$ cat config.mk
export PLATFORM = sky130hd
export DESIGN_NAME = seg_display
export DESIGN_NICKNAME = d
export VERILOG_FILES = /design/src/soc_pkg.sv /design/src/seg_display.sv
export VERILOG_INCLUDE_DIRS = /design/src
export SDC_FILE = /design/constraint.sdc
export NUM_CORES = 1
export LEC_CHECK = 0
export ABC_AREA = 0
export BUFFER_PORTS_ARGS = -buffer_cell sky130_fd_sc_hd__buf_2
export CAP_MARGIN = 15
export CORE_MARGIN = 3
export CORE_UTILIZATION = 55
export DETAILED_ROUTE_END_ITERATION = 12
export GPL_TIMING_DRIVEN = 0
export PLACE_DENSITY = 0.95
export SYNTH_ARGS = -nofsm -noshare
export SYNTH_HDL_FRONTEND = slang
export SYNTH_SLANG_ARGS = --single-unit
$ cat constraint.sdc
create_clock -name clk_i -period 2.3 [get_ports clk_i]
set_clock_uncertainty 0.2 [all_clocks]
set_input_delay 0.115 -clock clk_i [delete_from_list [all_inputs] [get_ports clk_i]]
set_output_delay 0.115 -clock clk_i [all_outputs]
set_load 0.02 [all_outputs]
$ cat src/soc_consts.svh
`ifndef SOC_CONSTS_SVH
`define SOC_CONSTS_SVH

// ##################################################
// bits 31:28 pick the region.
`define SOC_RAM_REGION  4'h0
`define SOC_IO_REGION   4'h3
`define SOC_SEG_SUB     4'h0  // io bits 15:12.
`define SOC_TIMER_SUB   4'h8

`define SOC_RAM_AWIDTH  10    // word address bits.
`define SOC_SEG_DIGITS  8

// timer registers.
`define TMR_CTRL        4'h0
`define TMR_CMP         4'h4
`define TMR_COUNT       4'h8
`define TMR_STAT        4'hc

`define SEG_VALUE       4'h0
`define SEG_DOTS        4'h4

`endif

$ cat src/soc_pkg.sv
`default_nettype none

`include "soc_consts.svh"

package soc_pkg;

  // one master request in wishbone pipelined style.
  typedef struct packed {
    logic        cyc;
    logic        stb;
    logic        we;
    logic [31:0] adr;
    logic [3:0]  sel;
    logic [31:0] dat;
  } wb_req_t;

  typedef struct packed {
    logic        ack;
    logic        err;
    logic        stall;
    logic [31:0] dat;
  } wb_rsp_t;

  // active low point in bit 7 and g..a in 6:0.
  typedef logic [`SOC_SEG_DIGITS-1:0][7:0] seg_bank_t;

  typedef enum logic [1:0] {
    TGT_RAM,
    TGT_TIMER,
    TGT_SEG,
    TGT_NONE
  } target_e;

  typedef enum logic {
    TMR_ONESHOT,
    TMR_PERIODIC
  } tmr_mode_e;

endpackage

`default_nettype wire

$ cat src/seg_display.sv
`default_nettype none
`timescale 1ns/1ps

`include "soc_consts.svh"

module seg_display
(
  input  wire                   clk_i,
  input  wire                   rst_n_i,
  input  wire soc_pkg::wb_req_t req_i,
  output soc_pkg::wb_rsp_t      rsp_o,
  output soc_pkg::seg_bank_t    hex_o
);

  logic [31:0]                value_q;
  logic [`SOC_SEG_DIGITS-1:0] dots_q;
  logic                       accept;
  logic                       wr;
  logic [3:0]                 reg_off;
  logic                       ack_q;
  logic [31:0]                dat_q;

  assign accept  = req_i.cyc & req_i.stb;
  assign wr      = accept & req_i.we;
  assign reg_off = {req_i.adr[3:2], 2'b00};

  // active low hex glyph as g..a.
  function automatic logic [6:0] glyph(input logic [3:0] nib);
    logic [6:0] segs;
    case (nib)
      4'h0: segs = 7'h40;
      4'h1: segs = 7'h79;
      4'h2: segs = 7'h24;
      4'h3: segs = 7'h30;
      4'h4: segs = 7'h19;
      4'h5: segs = 7'h12;
      4'h6: segs = 7'h02;
      4'h7: segs = 7'h78;
      4'h8: segs = 7'h00;
      4'h9: segs = 7'h10;
      4'ha: segs = 7'h08;
      4'hb: segs = 7'h03;
      4'hc: segs = 7'h46;
      4'hd: segs = 7'h21;
      4'he: segs = 7'h06;
      default: segs = 7'h0e;
    endcase
    return segs;
  endfunction

  always_comb
  begin
    for (int k = 0; k < `SOC_SEG_DIGITS; k++)
    begin
      hex_o[k] = {~dots_q[k], glyph(value_q[k*4 +: 4])};
    end
  end

  // ##################################################
  // register interface
  always_ff @(posedge clk_i or negedge rst_n_i)
  begin
    if (!rst_n_i)
    begin
      value_q <= 32'h0;
      dots_q  <= '0;
      ack_q   <= 1'b0;
    end
    else
    begin
      ack_q <= accept;
      if (wr && reg_off == `SEG_VALUE)
      begin
        for (int b = 0; b < 4; b++)
        begin
          if (req_i.sel[b])
          begin
            value_q[b*8 +: 8] <= req_i.dat[b*8 +: 8];
          end
        end
      end
      if (wr && reg_off == `SEG_DOTS && req_i.sel[0])
      begin
        dots_q <= req_i.dat[`SOC_SEG_DIGITS-1:0];
      end
    end
  end

  always_ff @(posedge clk_i)
  begin
    if (accept)
    begin
      case (reg_off)
        `SEG_VALUE: dat_q <= value_q;
        `SEG_DOTS:  dat_q <= {{(32-`SOC_SEG_DIGITS){1'b0}}, dots_q};
        default:    dat_q <= 32'h0;
      endcase
    end
  end

  assign rsp_o = '{ack: ack_q, err: 1'b0, stall: 1'b0, dat: dat_q};

endmodule

`default_nettype wire

==> flow_summary_export.csv, run 1 <==
group,metric,value,unit
routing,vias_per_cell,5.60,
power_and_ir_drop,power_frac_comb,0.485,
clock_tree,cts.sinks,73,
global_routing,track_usage,0.250,
routing,wl,13100,um
die,ioPinCount,172,
die,start_util,0.584,
timing,slew_headroom,0.338,
global_routing,overflow,0,
routing,drtAntennaViolNets,0,
power_and_ir_drop,p_int,3050,uW
power_and_ir_drop,p_seq_frac,0.342,
final_layout,finalNetCount,764,
final_layout,final_cell_count_no_fill,746,
critical_path,crit_start,"value_q[21]$_DFFE_PN0P_",
yosys,seq_area_frac_synth,0.402,
critical_path,reg2regPathDepth,3,
global_routing,grt_pass1_vias,4188,
routing,first_pass_iters,5,
yosys,yosysUniqueCellTypes,39,
final_layout,multi_input_area,2730,um2
clock_tree,cts_inserted_buffers,9,
clock_tree,cts_max_level,3,
critical_path,cp-end-kind,"primary output",
critical_path,worstReg2RegStart,"value_q[6]$_DFFE_PN0P_",
power_and_ir_drop,pwr_density_cell,811,nW/um2
yosys,synthCells,443,
critical_path,rr_endpoint,"dat_q[6]$_DFFE_PP_",
critical_path,cp_max_fo,6,
timing,slew_violations,0,
critical_path,slowest_delay,0.47,ns
clock_tree,cts_tree,"yes",
die,die_h,101,um
power_and_ir_drop,p_total,5200,uW
yosys,ys_ff_latch,73,
clock_tree,cts_max_path_buffers,2,
critical_path,required,1.99,ns
worst_hold_path,hold_path.class,"in -> reg",
yosys,synth_ff_type,"dfrtp_1",
routing,vias,4174,
yosys,synthArstFlopShare,0.562,
power_and_ir_drop,ir_drop,0.472,mV
final_layout,seq_area,2000,um2
critical_path,path_cells,"inv_2, ha_1, nor2b_1, or3b_2, o21ai_0, buf_4",
critical_path,worst_path_max_delay_cell,"or3b_2",
clock_tree,cts_root_buffer,"clkbuf_8",
die,dieArea,10200,um2
routing,drtIter0Drc,192,
power_and_ir_drop,p_switching,2150,uW
die,design.core.area,8460,um2
final_layout,drive_gt1_frac,0.427,
yosys,syn_area_per_cell,11.2,um2
yosys,synth_edf_count,32,
outcome,outcome,"complete, no violations",
critical_path,crit_end,"hex_o[40]",
critical_path,start_kind,"flop",
final_layout,final_area,6400,um2
place,place.detailed.hpwl,9020,um
critical_path,cp.arrival,1.92,ns
yosys,synth_warnings,0,
clock_tree,clkLatencyLatePin,0.33,ns
die,die_width,101,um
timing,tns,0,ns
place,placed_cell_area,5760,um2
timing,max_freq,0.448,GHz
final_layout,n_fill_cell,548,
global_routing,grt_max_degree,42,
power_and_ir_drop,p_clk_frac,0.174,
place,port-buffer-count,137,
clock_tree,clk_pin_slew_worst_paths,0.07,ns
power_and_ir_drop,sw_frac_of_total,0.414,
die,rows,33,
timing,tightest_slew,0.992,ns
timing,finalHoldViolCount,0,
timing,period_minus_slack,2.23,ns
job,cap_violations,0,
global_routing,grt_antenna_before_repair,1,
place,dp.cells,686,
routing,route.detailed.drc,0,
routing,wire_per_inst,17.5,um
critical_path,ff2ff_setup_slack,0.84,ns
yosys,synthesis.area,4940,um2
final_layout,syn2layout_area_growth,29.6,%
critical_path,path_class,"reg -> out",
place,gp_congestion,0.908,
timing,period_share,0.971,
global_routing,grt_pass1_wl,20000,um
power_and_ir_drop,p_leak,0.00303,uW
timing,setup_viol,0,
[cell usage after synthesis, drive strengths merged, types with 2 or more instances]
| library cell | n | area, um2 |
|---|---|---|
| a21oi | 9 | 45.0 |
| nor2 | 36 | 143 |
| o22ai | 4 | 25.0 |
| mux2 | 47 | 537 |
| o21ai | 22 | 110 |
| clkbuf | 14 | 52.6 |
| nand3 | 6 | 45.0 |
| a32o | 6 | 60.1 |
| o31ai | 2 | 15.0 |
| o21a | 3 | 22.5 |
| ha | 56 | 701 |
| buf | 13 | 72.6 |
| o211ai | 2 | 15.0 |
| a22o | 11 | 96.3 |
| mux2i | 33 | 330 |
| nor3 | 14 | 81.3 |
| edfxtp | 32 | 961 |
| inv | 32 | 120 |
| nand2 | 14 | 52.6 |
| and2 | 14 | 88.8 |
| or3b | 6 | 52.6 |
| a31oi | 2 | 12.5 |
| dfrtp | 41 | 1030 |
| mux4 | 6 | 135 |
| nor2b | 7 | 43.8 |
| nand2b | 3 | 18.8 |
| or2 | 2 | 12.5 |
[cell families after synthesis]
kind of cell	synth area share
AND/OR/NAND/NOR	0.118
AO/OA/AOI/OAI	0.0846
multiplexers	0.203
adder cells (fa/ha/maj)	0.142
flip-flops	0.402
buffers and inverters	0.0496
other	0.000759
[cell type report]
| type | instances | share of cell area |
|---|---|---|
| diodes | 2 | 0.000782 |
| plain buffers | 27 | 0.0195 |
| clock buffers | 12 | 0.0242 |
| clock inverters | 3 | 0.00274 |
| inverters | 32 | 0.0199 |
| multi-input cells | 312 | 0.426 |
| flip-flops and latches | 73 | 0.313 |
| well taps | 105 | 0.0205 |
| repair buffers | 180 | 0.174 |
[power groups by stage]
stage	Sequential [uW]	Clock (uW)	Combinational [uW]
6_report	1770	902	2520
5_1_grt	1800	977	2720
4_1_cts	1760	907	2390
3_5_place_dp	1780	0	2340
3_3_place_gp	1760	0	2240
2_1_floorplan	1760	0	1640
[how the worst min path moves through the flow]
stage	to	cells past startpoint	slack (ns)	from
6_report	dat_q[30]$_DFFE_PP_	2	0.05	req_i[39]
4_1_cts	dat_q[30]$_DFFE_PP_	2	0.04	req_i[39]
2_1_floorplan	ack_q$_DFF_PN0_	0	-0.38	rst_n_i
3_5_place_dp	value_q[6]$_DFFE_PN0P_	1	0.13	rst_n_i
5_1_grt	dat_q[30]$_DFFE_PP_	2	0.06	req_i[39]
3_3_place_gp	value_q[7]$_DFFE_PN0P_	1	0.12	rst_n_i
[critical path, delay by kind of cell, from the launching register on]
| family | cells | cell delay, ns |
|---|---|---|
| AOI/OAI and AO/OA | 1 | 0.09 |
| and+or+nand+nor | 2 | 0.54 |
| DFF | 1 | 0.45 |
| adders and majority gates | 1 | 0.20 |
| buffers and inverters | 2 | 0.30 |
[flip-flops by register name (all words and copies together) (netlist names)]
register	flops
ack_q	1
dat_q	32
dots_q	8
value_q	32
[stage by stage]
step / worst slack (ns) / util / hold WS (ns)
6_report: 0.0658 / 0.757 / 0.0503
4_1_cts: 0.00489 / 0.741 / 0.0420
5_1_grt: -0.0115 / 0.756 / 0.0649
2_1_floorplan: 0.505 / - / -0.381
3_3_place_gp: 0.392 / 0.681 / 0.118
3_5_place_dp: 0.332 / 0.681 / 0.134
[placed cells by master (no fill, tap or decap), types with 14 or more instances in the layout]
cell type      Yosys  final
inv_1             32     20
dlygate4sd3_1      0     33
nor2_1            35     35
mux2_2            45     45
edfxtp_1          32     32
ha_1              56     53
buf_4              3     16
mux2i_1           33     33
o21ai_0           22     21
nand2_1           14     14
buf_2             10    143
clkbuf_1          14     15
dfrtp_1           41     28
[layer usage]
metal	GRT usage	share of wire	vias up
met2	0.443	0.52	195
met1	0.284	0.38	1996
met4	0.122	0.033	0
li1	-	-	1945
met3	0.0533	0.067	38
met5	0	0	-
[timing repair]
item	CTS	global route
setup buffers	0	10
gates cloned	0	0
pin swaps	0	0
resized for setup	10	27
hold endpoints to repair	81	0
hold buffers	33	0
endpoints found under the setup margin	10	12
Power figures use the tool's default switching activity.
==> inputs of run 2 (changes only) <==
--- a/config.mk
+++ b/config.mk
@@ -10,7 +10,8 @@
 export BUFFER_PORTS_ARGS = -buffer_cell sky130_fd_sc_hd__buf_2
 export CAP_MARGIN = 15
 export CORE_MARGIN = 3
-export CORE_UTILIZATION = 55
+export CORE_UTILIZATION = 56
+export CTS_BUF_LIST = sky130_fd_sc_hd__clkbuf_4 sky130_fd_sc_hd__clkbuf_8
 export DETAILED_ROUTE_END_ITERATION = 12
 export GPL_TIMING_DRIVEN = 0
 export PLACE_DENSITY = 0.95
==> run 2 against run 1 <==
  * Register-to-register slack improved by 0.05 ns
  * Cell count fell by 0.80%
  * Clock-buffer cell count fell by 2
  * Global-route usage rose by 0.72 points
  * Core utilization rose by 0.51 points
  * Sequential power barely moved
  * Worst setup slack got worse by 0.026 ns
  * Non-clock buffer count fell by 5
  * Maximum frequency fell by 1.1%
  * Combinational power fell by 2%
==> flow_summary_export.csv, run 2 (synthesis gave the netlist of run 1 again) <==
group,metric,value,unit
routing,drtIter0Drc,171,
power_and_ir_drop,sw_frac_of_total,0.406,
routing,wl,13100,um
critical_path,cp.arrival,1.94,ns
place,place.detailed.hpwl,8950,um
timing,period_share,0.983,
timing,finalHoldViolCount,0,
global_routing,grt_pass1_vias,4204,
routing,drtAntennaViolNets,0,
clock_tree,cts_root_buffer,"clkbuf_8",
timing,fin_ws,0.0402,ns
routing,wire_per_inst,17.7,um
power_and_ir_drop,pwr_density_cell,840,nW/um2
final_layout,post-route-util,0.762,
power_and_ir_drop,p_switching,2180,uW
power_and_ir_drop,p_int,3180,uW
timing,fin_hold_ws,0.0455,ns
global_routing,track_usage,0.257,
critical_path,slowest_delay,0.47,ns
job,cap_violations,0,
global_routing,grt_antenna_before_repair,0,
die,die_width,99.9,um
die,design.core.area,8380,um2
critical_path,reg2regPathDepth,3,
critical_path,cp-end-kind,"primary output",
clock_tree,cts_tree,"yes",
global_routing,grt_pass1_wl,20300,um
power_and_ir_drop,p_total,5360,uW
die,die_h,99.9,um
global_routing,overflow,0,
routing,route.detailed.drc,0,
place,place_ws,0.333,ns
clock_tree,clkLatencyLatePin,0.34,ns
final_layout,drive_gt1_frac,0.422,
clock_tree,cts_max_path_buffers,2,
timing,slew_headroom,0.330,
critical_path,required,1.99,ns
timing,max_freq,0.443,GHz
power_and_ir_drop,power_frac_comb,0.462,
critical_path,start_kind,"flop",
critical_path,path_class,"reg -> out",
timing,slew_violations,0,
die,start_util,0.590,
critical_path,path_cells,"inv_1, ha_1, nor2_1, or3b_2, o21ai_0, buf_2",
clock_tree,cts.sinks,73,
die,ioPinCount,172,
outcome,outcome,"complete, no violations",
die,rows,33,
die,dieArea,9990,um2
place,port-buffer-count,137,
clock_tree,cts_inserted_buffers,9,
power_and_ir_drop,ir_drop,0.559,mV
worst_hold_path,whs_path_depth,2,
routing,vias_per_cell,5.54,
power_and_ir_drop,p_clk_frac,0.207,
final_layout,finalNetCount,759,
final_layout,diodes,0,
power_and_ir_drop,p_leak,0.00301,uW
critical_path,worst_path_max_delay_cell,"dfrtp_2",
final_layout,final_cell_mix,"buf_2 (146), ha_1 (52), mux2_2 (45)",
critical_path,cp_max_fo,9,
worst_hold_path,hold_path.class,"in -> reg",
critical_path,ff2ff_setup_slack,0.89,ns
power_and_ir_drop,p_seq_frac,0.331,
routing,vias,4099,
routing,first_pass_iters,5,
timing,tightest_slew,1.00,ns
clock_tree,clk_pin_slew_worst_paths,0.08,ns
final_layout,syn2layout_area_growth,29.2,%
global_routing,grt_max_degree,42,
timing,setup_viol,0,
clock_tree,cts_max_level,3,
final_layout,layout_commonest_cell,"buf_2",
final_layout,top_regs,"dat_q x32, value_q x32, dots_q x8",
final_layout,n_fill_cell,526,
timing,tns,0,ns
timing,period_minus_slack,2.26,ns
place,gp_congestion,0.958,
-- run 2: cell count changes in the layout (fill, tap and decap cells not counted), moves of 2 or more --
cell / change
buf_4: -7
buf_2: +3
bufinv_16: +2
clkbuf_8: -2
diode_2: -2
inv_1: +2
-- run 2: final cells by class --
type	instances	area (um2)	area share
Multi-Input combinational cell	312	2730	0.427
Buffer	27	125	0.0196
Clock buffer	10	131	0.0206
Sequential cell	73	2000	0.314
Clock inverter	6	83.8	0.0131
Timing Repair Buffer	175	1060	0.165
Tap cell	105	131	0.0206
Inverter	32	125	0.0196
-- run 2: worst max-delay path, delay by kind of cell, from the launching register on --
kind / cells / cell delay (ns)
adder cells (fa/ha/maj): 1 / 0.21
flip-flops: 1 / 0.47
buffers and inverters: 2 / 0.36
AND/OR/NAND/NOR: 2 / 0.48
AO/OA/AOI/OAI: 1 / 0.10
-- run 2: final timing paths --
kind	startpoint	to
max reg2reg	value_q[6]$_DFFE_PN0P_	dat_q[6]$_DFFE_PP_
min reg2reg	dots_q[4]$_DFFE_PN0P_	dots_q[4]$_DFFE_PN0P_
max	value_q[0]$_DFFE_PN0P_	hex_o[0]
max in group asynchronous	rst_n_i	value_q[17]$_DFFE_PN0P_
min	req_i[39]	dat_q[30]$_DFFE_PP_
min in group asynchronous	rst_n_i	dots_q[6]$_DFFE_PN0P_
-- run 2: what timing repair did --
action,CTS,global route
setup buffers,0,5
hold buffers,33,0
hold endpoints to repair,81,0
endpoints found under the setup margin,8,14
resized for setup,8,24
-- run 2: power by group through the flow --
stage / Combinational (uW) / Sequential [uW] / Clock (uW)
2_1_floorplan: 1640 / 1760 / 0
3_5_place_dp: 2340 / 1780 / 0
6_report: 2480 / 1780 / 1110
5_1_grt: 2670 / 1800 / 1180
3_3_place_gp: 2230 / 1760 / 0
4_1_cts: 2390 / 1760 / 1120
-- run 2: metal layers --
layer	GRT usage	part of all wire	wire, um	vias up
li1	-	-	-	1937
met1	0.304	0.38	5000	1953
met2	0.460	0.52	6880	170
met3	0.0417	0.061	794	39
met4	0.111	0.033	433	0
met5	0	0	0	-
-- run 2: stage by stage --
step / area, um2 / instances
6_report: 6380 / 740
5_1_grt: 6380 / 740
4_1_cts: 6310 / 735
3_5_place_dp: 5760 / 686
3_3_place_gp: 5760 / 686
2_1_floorplan: 4950 / 444
==> inputs of run 3 (changes only) <==
--- a/config.mk
+++ b/config.mk
@@ -6,13 +6,14 @@
 export SDC_FILE = /design/constraint.sdc
 export NUM_CORES = 1
 export LEC_CHECK = 0
-export ABC_AREA = 0
+export ABC_AREA = 1
 export BUFFER_PORTS_ARGS = -buffer_cell sky130_fd_sc_hd__buf_2
 export CAP_MARGIN = 15
 export CORE_MARGIN = 3
 export CORE_UTILIZATION = 56
 export CTS_BUF_LIST = sky130_fd_sc_hd__clkbuf_4 sky130_fd_sc_hd__clkbuf_8
 export DETAILED_ROUTE_END_ITERATION = 12
+export GPL_ROUTABILITY_DRIVEN = 0
 export GPL_TIMING_DRIVEN = 0
 export PLACE_DENSITY = 0.95
 export SYNTH_ARGS = -nofsm -noshare
==> run 3 against run 2 <==
  * Non-clock buffer count grew 16
  * Total power shrank 5.6%
  * Largest cell class unchanged
  * Flip-flop and latch count is the same
  * Critical path depth grew 1
  * Maximum frequency grew 5.6%
  * Via count grew 25%
  * Combinational power shrank 10%
  * Critical endpoint is now hex_o[32]
==> flow_summary_export.csv, run 3 <==
group,metric,value,unit
outcome,outcome,"complete, no violations",
critical_path,ff2ff_setup_slack,0.94,ns
final_layout,top_regs,"dat_q x32, value_q x32, dots_q x8",
global_routing,overflow,0,
die,design.core.area,8300,um2
global_routing,grt_max_degree,42,
final_layout,finalNetCount,934,
global_routing,grt_pass1_vias,5096,
yosys,synthesis.area,4840,um2
yosys,synth_common_cells,"nand2_1 (194), nand3_1 (61), ha_1 (56)",
yosys,synthCells,598,
yosys,synthArstFlopShare,0.562,
critical_path,cp_max_fo,7,
timing,max_freq,0.467,GHz
timing,rsz0062_at_grt,"false",
timing,tightest_slew,0.920,ns
clock_tree,cts_root_buffer,"clkbuf_8",
die,ioPinCount,172,
timing,setup_viol,0,
die,die_h,98.9,um
yosys,synth_warnings,0,
clock_tree,clk_pin_slew_worst_paths,0.09,ns
timing,period_minus_slack,2.14,ns
clock_tree,clkLatencyLatePin,0.35,ns
power_and_ir_drop,ir_drop,0.523,mV
die,dieArea,9790,um2
clock_tree,cts.sinks,73,
clock_tree,cts_max_level,3,
worst_hold_path,hold_path.class,"in -> reg",
critical_path,rr_endpoint,"dat_q[3]$_DFFE_PP_",
timing,finalHoldViolCount,0,
clock_tree,cts_setup_buffers,0,
clock_tree,cts_tree,"yes",
yosys,synth_ff_type,"dfrtp_1",
die,rows,33,
final_layout,final_cell_mix,"nand2_1 (194), buf_2 (150), nand3_1 (61)",
routing,drtAntennaViolNets,0,
final_layout,diodes,0,
timing,slew_violations,0,
final_layout,drive_gt1_frac,0.244,
yosys,ys_top_cells_by_area,"dfrtp_1 (21%), edfxtp_1 (20%), nand2_1 (15%)",
timing,tns,0,ns
final_layout,syn2layout_area_growth,34.0,%
global_routing,grt_antenna_before_repair,0,
final_layout,n_fill_cell,514,
routing,route.detailed.drc,0,
yosys,synth_edf_count,32,
critical_path,required,1.99,ns
power_and_ir_drop,p_leak,0.00334,uW
routing,vias,5129,
routing,drtIter0Drc,344,
place,port-buffer-count,136,
yosys,synth_top_area_cell,"dfrtp_1",
critical_path,cp.arrival,1.83,ns
clock_tree,cts_inserted_buffers,9,
critical_path,worstReg2RegStart,"value_q[3]$_DFFE_PN0P_",
critical_path,cp-end-kind,"primary output",
yosys,seq_area_frac_synth,0.411,
final_layout,layout_commonest_cell,"nand2_1",
die,die_width,98.9,um
worst_hold_path,min_to,"value_q[2]$_DFFE_PN0P_",
clock_tree,cts_max_path_buffers,2,
place,place.detailed.hpwl,9680,um
critical_path,start_kind,"flop",
yosys,syn_area_per_cell,8.09,um2
worst_hold_path,whs_path_depth,4,
yosys,ys_ff_latch,73,
routing,first_pass_iters,5,
global_routing,track_usage,0.299,
critical_path,reg2regPathDepth,3,
routing,wire_per_inst,16.1,um
place,dp.cells,841,
timing,slew_headroom,0.387,
job,cap_violations,0,
routing,wl,14800,um
critical_path,path_class,"reg -> out",
timing,period_share,0.931,
worst_hold_path,min_from,"req_i[32]",
yosys,synth_top_cell_area_share,0.212,
die,start_util,0.583,
routing,vias_per_cell,5.61,
global_routing,grt_pass1_wl,23900,um
power_and_ir_drop,pwr_density_cell,781,nW/um2
yosys,yosysUniqueCellTypes,25,
final_layout,final_cell_count_no_fill,915,
yosys,yosysMostFrequentCell,"nand2_1",
[run 3: cell count changes in the layout (fill, tap and decap cells not counted), moves of 12 or more]
cell	previous run	this run
clkbuf_1	14	0
dlygate4sd3_1	33	58
nand3_1	3	61
nor3_1	13	0
and2_1	13	1
nand2_1	14	194
mux2i_1	33	0
mux2_2	45	0
o21ai_0	21	41
inv_1	22	44
[run 3: repair_timing]
item / in CTS / in global routing
endpoints found under the setup margin: 0 / 2
hold buffers: 58 / 0
resized for setup: 0 / 3
endpoints found under the hold margin: 81 / 0
[run 3: routing by layer]
metal / global-route usage / share of wire / vias to the layer above
met2: 0.534 / 0.52 / 351
met4: 0.121 / 0.029 / 0
li1: - / - / 2368
met5: 0 / 0 / -
met3: 0.0467 / 0.089 / 46
met1: 0.357 / 0.36 / 2364
[run 3: final cells by class]
type                       count  area (um2)  area share
tap                          105         131      0.0203
buffer                        23         153      0.0235
clock buffer                   9         124      0.0191
clock inverter                 7        95.1      0.0147
inverter                      53         199      0.0307
timing repair buffer         195        1290       0.199
multi-input combinational    450        2500       0.386
sequential                    73        1990       0.307
[run 3: metrics by stage]
step                setup slack, ns  hold WS, ns  total power (uW)   util  cell area, um2
floorplan                     0.610       -0.381              3140      -            4840
global placement              0.408       0.0802              3720  0.681            5650
detailed placement            0.532       0.0952              3840  0.684            5680
CTS                           0.156     0.000722              4980  0.781            6480
global route                 0.0158       0.0232              5360  0.781            6480
finish                        0.160      0.00985              5060  0.781            6480
[run 3: power by group]
group          total, uW  switching (uW)  internal, uW
clock network       1120             508           611
registers           1710             183          1530
logic               2230            1500           727
[run 3: critical path: stages, from the launching register on]
cell and delay [ns]:
dfrtp_1 0.47, inv_1 0.18, ha_1 0.18, inv_1 0.06
a21oi_1 0.21, o21ai_0 0.13, nand2_1 0.08, buf_2 0.16
[run 3: worst max-delay path by stage]
stage               slack (ns)             endpoint  cells after the start                     from
finish                    0.16            hex_o[32]                      7  value_q[17]$_DFFE_PN0P_
global route              0.02            hex_o[56]                      7  value_q[29]$_DFFE_PN0P_
CTS                       0.16            hex_o[56]                      7  value_q[29]$_DFFE_PN0P_
detailed placement        0.53            hex_o[56]                      7  value_q[29]$_DFFE_PN0P_
global placement          0.41  dat_q[21]$_DFFE_PP_                      3                req_i[70]
floorplan                 0.61            hex_o[51]                      5  value_q[24]$_DFFE_PN0P_
[run 3: cells by family (layout without fill, tap and decap cells)]
kind of cell | after synthesis | count (layout) | share of synthesized area
compound gates | 87 | 87 | 0.101
fa+ha+maj | 56 | 56 | 0.145
buf+inv | 76 | 287 | 0.0727
flops | 73 | 73 | 0.411
other cells | 1 | 2 | 0.000775
simple gates | 305 | 305 | 0.270
